### config.mk
export PLATFORM = sky130hd
export DESIGN_NAME = streamer_top
export DESIGN_NICKNAME = d
export VERILOG_FILES = /design/src/design/stream_pkg.sv /design/src/design/packet_rom.sv /design/src/design/packet_streamer.sv /design/src/design/link_endpoint.sv /design/src/design/streamer_top.sv
export SDC_FILE = /design/constraint.sdc
export NUM_CORES = 1
export LEC_CHECK = 0
export BUFFER_PORTS_ARGS = -buffer_cell sky130_fd_sc_hd__buf_2
export CORE_ASPECT_RATIO = 2
export CORE_MARGIN = 2
export CORE_UTILIZATION = 36
export CTS_BUF_LIST = sky130_fd_sc_hd__clkbuf_8
export DETAILED_ROUTE_END_ITERATION = 12
export GPL_TIMING_DRIVEN = 0
export PLACE_DENSITY = 0.86
export SLEW_MARGIN = 20
export SYNTH_ARGS = -nofsm -noshare
export SYNTH_HDL_FRONTEND = slang
export SYNTH_SLANG_ARGS = --single-unit
### constraint.sdc
create_clock -name clk_i -period 4.1 [get_ports clk_i]
set_input_delay 0.615 -clock clk_i [delete_from_list [all_inputs] [get_ports clk_i]]
set_output_delay 0.615 -clock clk_i [all_outputs]
set_load 0.005 [all_outputs]
### src/design/packet_rom.hex
// op mask addr data dest, 14 hex digits per word
// top digit holds op, bottom digit holds dest x and dest y
2f100000000015
2f104cafe00016
1f20812345678a
2310c0000abcdf
2c110deadbeef0
1f214000000003
2f11800c0ffee5
0000000000000c
2111c5a5a5a5a7
1f220000000001
2f12476543210b
28128a5a5a5a5e
1f22c000000102
2f1301234abcd9
24134ffffffff4
2f1380badf00d8

### src/design/stream_pkg.sv
`default_nettype none

package stream_pkg;

   // mesh coordinates of a node.
   localparam int X_W = 2;
   localparam int Y_W = 2;

   // request fields.
   localparam int OP_W   = 2;
   localparam int ADDR_W = 12;
   localparam int DATA_W = 32;
   localparam int MASK_W = 4;

   // request table.
   localparam int    ROM_WORDS  = 16;
   localparam int    ROM_ADDR_W = 4;
   localparam string ROM_FILE   = "/design/src/design/packet_rom.hex";

   // outgoing flow control.
   localparam int MAX_CREDITS = 4;
   localparam int CREDIT_W    = 3;

   // the freeze register sits at one local word address.
   localparam logic [ADDR_W-1:0] FREEZE_ADDR = 12'h0f0;
   localparam logic              FREEZE_INIT = 1'b1;

   // a rom word is op, mask, addr, data, dest x, dest y from the top down.
   localparam int ROM_W = OP_W + MASK_W + ADDR_W + DATA_W + X_W + Y_W;

   // a link packet is the rom word with src x and src y below it.
   localparam int PKT_W = ROM_W + X_W + Y_W;

   // field positions inside a link packet.
   localparam int PKT_DATA_LSB = 2 * (X_W + Y_W);
   localparam int PKT_ADDR_LSB = PKT_DATA_LSB + DATA_W;
   localparam int PKT_OP_LSB   = PKT_ADDR_LSB + ADDR_W + MASK_W;

   typedef enum logic [OP_W-1:0] {
      OP_NOP   = 2'b00,
      OP_LOAD  = 2'b01,
      OP_STORE = 2'b10
   } op_e;

   typedef enum logic [0:0] {
      SS_SEND = 1'b0,
      SS_DONE = 1'b1
   } streamer_state_e;

endpackage

`default_nettype wire

### src/design/packet_rom.sv
`default_nettype none

module packet_rom import stream_pkg::*;
(
   input  wire logic [ROM_ADDR_W-1:0] rom_addr_i,
   output logic      [ROM_W-1:0]      rom_data_o
);

   // one request word per entry, filled in at elaboration.
   logic [ROM_W-1:0] rom_mem [ROM_WORDS];

   initial
   begin
      $readmemh(ROM_FILE, rom_mem);
   end

   // read has no register, the word is valid in the same cycle as the address.
   assign rom_data_o = rom_mem[rom_addr_i];

endmodule

`default_nettype wire

### src/design/packet_streamer.sv
`default_nettype none

module packet_streamer import stream_pkg::*;
(
   input  wire logic                  clk_i,
   input  wire logic                  rst_n_i,

   input  wire logic                  freeze_i,

   output logic      [ROM_ADDR_W-1:0] rom_addr_o,
   input  wire logic [ROM_W-1:0]      rom_data_i,

   output logic                       out_v_o,
   output logic      [ROM_W-1:0]      out_word_o,
   input  wire logic                  out_ready_i,

   output logic                       done_o
);

   localparam logic [ROM_ADDR_W-1:0] LAST_ADDR = ROM_ADDR_W'(ROM_WORDS - 1);

   streamer_state_e      state_r;
   logic [ROM_ADDR_W-1:0] addr_r;
   logic                  xfer;

   // the word is offered as long as the node is running and the table is not spent.
   assign out_v_o    = (state_r == SS_SEND) && !freeze_i;
   assign out_word_o = rom_data_i;
   assign rom_addr_o = addr_r;
   assign xfer       = out_v_o && out_ready_i;
   assign done_o     = (state_r == SS_DONE);

   always_ff @(posedge clk_i)
   begin
      if (!rst_n_i)
      begin
         state_r <= SS_SEND;
         addr_r  <= '0;
      end
      else
      begin
         case (state_r)
            SS_SEND:
            begin
               if (xfer)
               begin
                  if (addr_r == LAST_ADDR)
                  begin
                     state_r <= SS_DONE;
                  end
                  else
                  begin
                     addr_r <= addr_r + 1'b1;
                  end
               end
            end
            SS_DONE:
            begin
               // stays here until reset.
               state_r <= SS_DONE;
            end
            default:
            begin
               state_r <= SS_SEND;
            end
         endcase
      end
   end

endmodule

`default_nettype wire

### src/design/link_endpoint.sv
`default_nettype none

module link_endpoint import stream_pkg::*;
(
   input  wire logic             clk_i,
   input  wire logic             rst_n_i,

   input  wire logic [X_W-1:0]   my_x_i,
   input  wire logic [Y_W-1:0]   my_y_i,

   // words from the streamer.
   input  wire logic             out_v_i,
   input  wire logic [ROM_W-1:0] out_word_i,
   output logic                  out_ready_o,

   // outgoing network link.
   output logic                  link_v_o,
   output logic      [PKT_W-1:0] link_pkt_o,
   input  wire logic             link_credit_i,

   // incoming network link.
   input  wire logic             in_v_i,
   input  wire logic [PKT_W-1:0] in_pkt_i,
   output logic                  in_credit_o,

   output logic                  freeze_o
);

   localparam logic [CREDIT_W-1:0] CREDIT_INIT = CREDIT_W'(MAX_CREDITS);

   logic [CREDIT_W-1:0] credit_r;
   logic                accept;

   logic                link_v_r;
   logic [PKT_W-1:0]    link_pkt_r;

   op_e                 in_op;
   logic [ADDR_W-1:0]   in_addr;
   logic [DATA_W-1:0]   in_data;
   logic                freeze_wr;

   logic                in_credit_r;
   logic                freeze_r;

   // a word may only be taken while a credit is held for it.
   assign out_ready_o = (credit_r != '0);
   assign accept      = out_v_i && out_ready_o;

   always_ff @(posedge clk_i)
   begin
      if (!rst_n_i)
      begin
         credit_r <= CREDIT_INIT;
      end
      else
      begin
         case ({accept, link_credit_i})
            2'b10:   credit_r <= credit_r - 1'b1;
            2'b01:   credit_r <= credit_r + 1'b1;
            default: credit_r <= credit_r;
         endcase
      end
   end

   // injection stage.
   always_ff @(posedge clk_i)
   begin
      if (!rst_n_i)
      begin
         link_v_r <= 1'b0;
      end
      else
      begin
         link_v_r <= accept;
      end
   end

   always_ff @(posedge clk_i)
   begin
      if (accept)
      begin
         link_pkt_r <= {out_word_i, my_x_i, my_y_i};
      end
   end

   assign link_v_o   = link_v_r;
   assign link_pkt_o = link_pkt_r;

   // incoming packets are never stalled. Only a store to the freeze address matters.
   assign in_op     = op_e'(in_pkt_i[PKT_OP_LSB +: OP_W]);
   assign in_addr   = in_pkt_i[PKT_ADDR_LSB +: ADDR_W];
   assign in_data   = in_pkt_i[PKT_DATA_LSB +: DATA_W];
   assign freeze_wr = in_v_i && (in_op == OP_STORE) && (in_addr == FREEZE_ADDR);

   always_ff @(posedge clk_i)
   begin
      if (!rst_n_i)
      begin
         in_credit_r <= 1'b0;
         freeze_r    <= FREEZE_INIT;
      end
      else
      begin
         in_credit_r <= in_v_i;
         if (freeze_wr)
         begin
            freeze_r <= in_data[0];
         end
      end
   end

   assign in_credit_o = in_credit_r;
   assign freeze_o    = freeze_r;

endmodule

`default_nettype wire

### src/design/streamer_top.sv
`default_nettype none

module streamer_top import stream_pkg::*;
(
   input  wire logic             clk_i,
   input  wire logic             rst_n_i,

   input  wire logic [X_W-1:0]   my_x_i,
   input  wire logic [Y_W-1:0]   my_y_i,

   output logic                  link_v_o,
   output logic      [PKT_W-1:0] link_pkt_o,
   input  wire logic             link_credit_i,

   input  wire logic             in_v_i,
   input  wire logic [PKT_W-1:0] in_pkt_i,
   output logic                  in_credit_o,

   output logic                  done_o
);

   logic [ROM_ADDR_W-1:0] rom_addr;
   logic [ROM_W-1:0]      rom_data;
   logic                  out_v;
   logic [ROM_W-1:0]      out_word;
   logic                  out_ready;
   logic                  freeze;

   packet_rom packet_rom_inst (
      .rom_addr_i (rom_addr),
      .rom_data_o (rom_data)
   );

   packet_streamer packet_streamer_inst (
      .clk_i       (clk_i),
      .rst_n_i     (rst_n_i),
      .freeze_i    (freeze),
      .rom_addr_o  (rom_addr),
      .rom_data_i  (rom_data),
      .out_v_o     (out_v),
      .out_word_o  (out_word),
      .out_ready_i (out_ready),
      .done_o      (done_o)
   );

   link_endpoint link_endpoint_inst (
      .clk_i         (clk_i),
      .rst_n_i       (rst_n_i),
      .my_x_i        (my_x_i),
      .my_y_i        (my_y_i),
      .out_v_i       (out_v),
      .out_word_i    (out_word),
      .out_ready_o   (out_ready),
      .link_v_o      (link_v_o),
      .link_pkt_o    (link_pkt_o),
      .link_credit_i (link_credit_i),
      .in_v_i        (in_v_i),
      .in_pkt_i      (in_pkt_i),
      .in_credit_o   (in_credit_o),
      .freeze_o      (freeze)
   );

endmodule

`default_nettype wire

==> metrics, run 1 <==
Post-CTS Hold Fix Bufs=0; Logic pwr share=22.1%; CP Data Required Time=4280 ps; GRT busiest layer=met2; Port Buf Inserts=29; Resized Gates After CTS=0; CP Class=reg -> reg; Worst Hold Class=reg -> reg; met3 Use GR=4.07%; setup TNS=0 ps; DIE HEIGHT=79.7 um; post-synth top area cell=buf_4; CTS H-tree lvls=1; final instance area=0.00146 mm2; vias in the first global route=713; Netlist cell types=27; clock transition at the registers of the reported paths=60 ps; Sw Share=23.1%; placed standard-cell area=0.00141 mm2; CP max FO=4; largest net degree at the start of global routing=9; CTS root buffer=clkbuf_8; PwrDens=241 mW/mm2; Final ANT Viol Nets=0; P_int=0.270 mW; CTS tree=yes; row count=27; first-pass GRT wire length=2720 um; sequential share of power=45.6%; post-DP HPWL=1590 um; worst skew pair latency=240 ps; P_sw=0.0811 mW; WP data arrival=2240 ps; peak supply drop=0.145 mV; Max Freq=487 MHz; gr ovfl total=0; Post-Syn Area=0.00103 mm2; final hold vios=0; routing usage on met2=19.7%; DRC=0; drt total wl=1710 um; crit path launch type=flop; most frequent cell after synthesis=buf_4; initial antenna violation count=0; Clock Sinks=15; DR vias/cell=3.69; synthesized flop and latch total=15; Final Setup Violations=0; synth cell count leaders=buf_4, dfxtp_1, nor2_1; Post-CTS Setup Bufs=0; Synth-to-Final Area Change=41.2%; Lkg Pwr=0.861 nW; IO Count=127; Initial Util=37.7%; Final Cycle Share=50.1%; CP endpoint kind=flop; outcome=completed; Post-synth ARST share=0%; clock buffer count from CTS=3; vias=835; RSZ-0062 raised after global routing=no; synth warn=0; die area=0.00334 mm2; Ant. Diodes=0; core area=0.00274 mm2; chip width=41.9 um; MaxCap Viol Count=0; fin crit period=2050 ps; clk_skew=5.05 ps; Tot GR Track Use=10.4%; synth top area cells=buf_4, dfxtp_1, edfxtp_1; Cells after Synth=111; M1 GR Usage=8.68%; syn avg cell area=9.30 um2; register area share after synthesis=33.0%; Iter 0 DRT Violations=4; Max clock buf depth=2; EDFF count, synth=4; DR WL/cell=7.57 um; drt first pass iters=2; Yosys top cell area share=39.3%; ys flop type=dfxtp_1; share of layout cells above drive strength 1=45.2%; layout net count=267; RD Place Congestion=0.738; Slew Viols, Final=0; clock share of power=32.3%
-- area by class of cell --
type,instances,area [um2]
Buffer,54,405
Clock buffer,3,41.3
Clock inverter,1,3.75
Fill cell,276,1280
Inverter,3,11.3
Multi-Input combinational cell,92,474
Sequential cell,15,340
Tap cell,29,36.3
Timing Repair Buffer,29,145
-- critical path: stages, from the launching register on --
cell and delay, ps:
dfxtp_1 350, nor3_1 270, or3_2 200, ha_1 190, inv_1 70, fa_1 380, xor2_1 160, or3_1 300
nand3_1 90
-- power by group through the flow --
stage	registers (mW)	logic [mW]	clock network, mW
3_5_place_dp	0.163	0.0753	0
2_1_floorplan	0.163	0.0608	0
4_1_cts	0.160	0.0754	0.116
5_1_grt	0.160	0.0870	0.122
3_3_place_gp	0.163	0.0732	0
6_report	0.160	0.0775	0.113
-- stage by stage --
step | total power [mW] | hold WS [ps] | util (%) | setup WS (ps) | std cells
6_report | 0.351 | 478 | 53.3 | 2050 | 226
5_1_grt | 0.369 | 515 | 53.3 | 1880 | 226
3_5_place_dp | 0.239 | 473 | 51.6 | 2040 | 222
2_1_floorplan | 0.223 | 453 | - | 2240 | 164
4_1_cts | 0.352 | 482 | 53.3 | 2010 | 226
3_3_place_gp | 0.236 | 465 | 51.6 | 2110 | 222
-- cells in the final DEF (no fill, tap or decap), types with 4 or more instances in the layout --
cell       n
dfxtp_1   11
conb_1    54
inv_1      4
buf_2     29
buf_4     54
edfxtp_1   4
nor2_1     5
-- final timing paths --
kind	from	to	slack, ps	depth (start not counted)
min	packet_streamer_inst.rom_addr_o[1]$_SDFFE_PN0P_	packet_streamer_inst.rom_addr_o[1]$_SDFFE_PN0P_	480	2
max	link_endpoint_inst.credit_r[0]$_SDFFE_PN0P_	link_endpoint_inst.credit_r[2]$_SDFFE_PN1P_	2050	8
max reg2reg	link_endpoint_inst.credit_r[0]$_SDFFE_PN0P_	link_endpoint_inst.credit_r[2]$_SDFFE_PN1P_	2050	8
min reg2reg	packet_streamer_inst.rom_addr_o[1]$_SDFFE_PN0P_	packet_streamer_inst.rom_addr_o[1]$_SDFFE_PN0P_	480	2
-- flip-flops by register name, indices dropped and copies added, names as in the netlist --
signal / flops
link_endpoint_inst.link_pkt_o: 4
link_endpoint_inst.link_v_o: 1
packet_streamer_inst.done_o: 1
link_endpoint_inst.freeze_o: 1
packet_streamer_inst.rom_addr_o: 4
link_endpoint_inst.credit_r: 3
link_endpoint_inst.in_credit_o: 1
-- logic make-up after synthesis --
group | after synthesis | synth area share, %
DFF | 15 | 33.0
AOI/OAI and AO/OA | 7 | 4.00
and+or+nand+nor | 23 | 13.5
adders and majority gates | 3 | 4.36
buffers and inverters | 57 | 40.4
muxes | 2 | 1.94
xor gates and xnor gates | 3 | 2.55
other | 1 | 0.363
-- metal layers --
layer,vias to the layer above,wire [um]
li1,430,-
met1,328,520
met2,72,847
met3,5,307
met4,0,34
met5,-,0
No activity file was read; power rests on OpenSTA's default activity.
==> run 2: changes to the inputs <==
--- a/config.mk
+++ b/config.mk
@@ -8,11 +8,11 @@
 export BUFFER_PORTS_ARGS = -buffer_cell sky130_fd_sc_hd__buf_2
 export CORE_ASPECT_RATIO = 2
 export CORE_MARGIN = 2
-export CORE_UTILIZATION = 36
+export CORE_UTILIZATION = 30
 export CTS_BUF_LIST = sky130_fd_sc_hd__clkbuf_8
 export DETAILED_ROUTE_END_ITERATION = 12
 export GPL_TIMING_DRIVEN = 0
-export PLACE_DENSITY = 0.86
+export PLACE_DENSITY = 0.76
 export SLEW_MARGIN = 20
 export SYNTH_ARGS = -nofsm -noshare
 export SYNTH_HDL_FRONTEND = slang
==> constraint.sdc (replaced) <==
create_clock -name clk_i -period 1.7 [get_ports clk_i]
set_input_delay 0.255 -clock clk_i [delete_from_list [all_inputs] [get_ports clk_i]]
set_output_delay 0.255 -clock clk_i [all_outputs]
set_load 0.005 [all_outputs]
==> run 2 against run 1 <==
Net effect: sequential power rose by 140%; hold slack got worse by 300 ps; the flow now finishes with violations (setup timing); core utilization fell by 7.1 points; maximum frequency rose by 17%; largest power group unchanged; first-iteration DRC count rose by 25%; wire length rose by 3.3%; combinational power rose to 2.7 times the previous value; clock power rose to 2.5 times the previous value; worst setup slack got worse by 2100 ps; register-to-register slack got worse by 2100 ps.
==> metrics, run 2 (same netlist as run 1, synthesis figures left out) <==
outcome=finished with violations; failing checks=setup timing; clock buffer count from CTS=3 (unchanged); clk_skew=1.11 ps (-3.94 ps); peak supply drop=0.532 mV (+270%); drt total wl=1770 um (+3.3%); DIE HEIGHT=87.0 um (+9.1%); vias in the first global route=639 (-10%); Final ANT Viol Nets=0 (unchanged); vias=841 (+0.72%); WP data arrival=1950 ps (-290 ps); cells on worst reg2reg path=8 (unchanged); post-place setup slack=-124 ps (-2160 ps); CP Class=reg -> reg; final worst slack=-58.4 ps (-2110 ps); PwrDens=573 mW/mm2 (+140%); RSZ-0062 raised after global routing=yes; share of layout cells above drive strength 1=51.0% (+5.8 points); Clock Sinks=15 (unchanged); DRC=0 (unchanged); Post-CTS Hold Fix Bufs=0 (unchanged); Worst Hold Endpoint=link_endpoint_inst.link_pkt_o[2]$_DFFE_PP_; IO Count=127 (unchanged); CTS H-tree lvls=1 (unchanged); MaxCap Viol Count=0 (unchanged); CP endpoint kind=flop; Lkg Pwr=0.883 nW (+2.6%); Final Setup Violations=2 (+2); clock transition at the registers of the reported paths=60 ps (about the same); final hold vios=0 (unchanged); setup TNS=-110 ps (-110 ps); Max clock buf depth=2 (unchanged); Port Buf Inserts=29 (unchanged); final core utilization=46.1% (-7.1 points); row count=30 (+11%); r2r startpoint=link_endpoint_inst.credit_r[1]$_SDFFE_PN0P_; Synth-to-Final Area Change=49.3%; CP Data Required Time=1890 ps (-2390 ps); core area=0.00334 mm2 (+22%); Tot GR Track Use=8.79% (-1.6 points); fin crit period=1760 ps (-295 ps); CTS tree=yes; Initial Util=30.9% (-6.8 points); RD Place Congestion=0.665 (-9.9%); die area=0.00395 mm2 (+18%); Worst Hold Class=in -> reg; final hold slack=178 ps (-300 ps); largest net degree at the start of global routing=10 (+1); Ant. Diodes=0 (unchanged); chip width=45.5 um (+8.6%); crit path launch type=flop; CTS root buffer=clkbuf_8; DR vias/cell=3.59 (-2.7%); Slew Viols, Final=0 (unchanged); drt first pass iters=2 (unchanged); R2R Path End=link_endpoint_inst.credit_r[2]$_SDFFE_PN1P_; Iter 0 DRT Violations=5 (+1); commonest non-fill, non-tap cells in the layout=buf_4, conb_1, buf_2, dfxtp_1, nor2_1; initial antenna violation count=0 (unchanged); hold path startpoint=my_x_i[0]; layout net count=272 (+1.9%); Max Freq=569 MHz (+17%); Final Cycle Share=103% (+53 points); worst skew pair latency=250 ps (about the same); DR WL/cell=7.55 um (-0.20%); WHS Path Cells=1 (-1); first-pass GRT wire length=2600 um (-4.3%); CP max FO=2 (-2); Worst R2R Setup Slack=-60 ps (-2110 ps); gr ovfl total=0 (unchanged); commonest non-fill, non-tap cell in the layout=buf_4
## run 2: changes by cell type in the layout (fill, tap and decap cells not counted), sizes merged
cell | before | now
buf | 83 | 88
clkinv | 0 | 1
inv | 4 | 3
## run 2: metal layers
metal  routed length (um)  global-route usage, %  vias up
met3                  247                   2.28        2
li1                     -                      -      440
met2                  877                   14.7       65
met4                   30                   4.81        0
met5                    0                      0        -
met1                  612                   9.51      334
## run 2: area by class of cell
class	count	area, um2
multi-input combinational	92	507
tap	32	40.0
fill	327	1800
sequential	15	349
clock inverter	1	5.00
clock buffer	3	41.3
timing repair buffer	34	183
inverter	3	11.3
buffer	54	405
## run 2: worst max path at each step
stage / to / slack, ps / cells after the start / startpoint
after global placement: link_endpoint_inst.credit_r[2]$_SDFFE_PN1P_ / -90 / 8 / link_endpoint_inst.credit_r[2]$_SDFFE_PN1P_
after CTS: link_endpoint_inst.credit_r[2]$_SDFFE_PN1P_ / -80 / 8 / link_endpoint_inst.credit_r[0]$_SDFFE_PN0P_
after global routing: link_endpoint_inst.credit_r[2]$_SDFFE_PN1P_ / -130 / 8 / link_endpoint_inst.credit_r[2]$_SDFFE_PN1P_
after detailed placement: link_endpoint_inst.credit_r[2]$_SDFFE_PN1P_ / -120 / 8 / link_endpoint_inst.credit_r[2]$_SDFFE_PN1P_
final: link_endpoint_inst.credit_r[2]$_SDFFE_PN1P_ / -60 / 8 / link_endpoint_inst.credit_r[1]$_SDFFE_PN0P_
after floorplan: link_endpoint_inst.credit_r[2]$_SDFFE_PN1P_ / -20 / 8 / link_endpoint_inst.credit_r[2]$_SDFFE_PN1P_
## run 2: metrics by stage
stage / cells / area [um2] / power [mW]
floorplan: 164 / 1260 / 0.546
global placement: 225 / 1440 / 0.579
detailed placement: 225 / 1440 / 0.582
CTS: 232 / 1530 / 0.884
global route: 234 / 1540 / 0.930
finish: 234 / 1540 / 0.883
## run 2: where the power goes
part           switching (mW)  internal, mW  leakage (nW)
sequential             0.0109         0.379         0.126
clock                   0.124         0.162        0.0255
combinational          0.0788         0.128         0.731
## run 2: what timing repair did
item / in CTS / in global routing
endpoints found under the hold margin: 0 / 0
gates resized for setup: 4 / 1
setup buffers: 3 / 2
endpoints found under the setup margin: 3 / 3
pin swaps: 4 / 2
## run 2: critical path, cell delays in order (launching register included)
cell,delay (ps)
dfxtp_4,350
nor3_4,180
or3_4,170
ha_4,130
inv_2,30
fa_2,320
xor2_1,150
or3_1,300
nand3_1,70
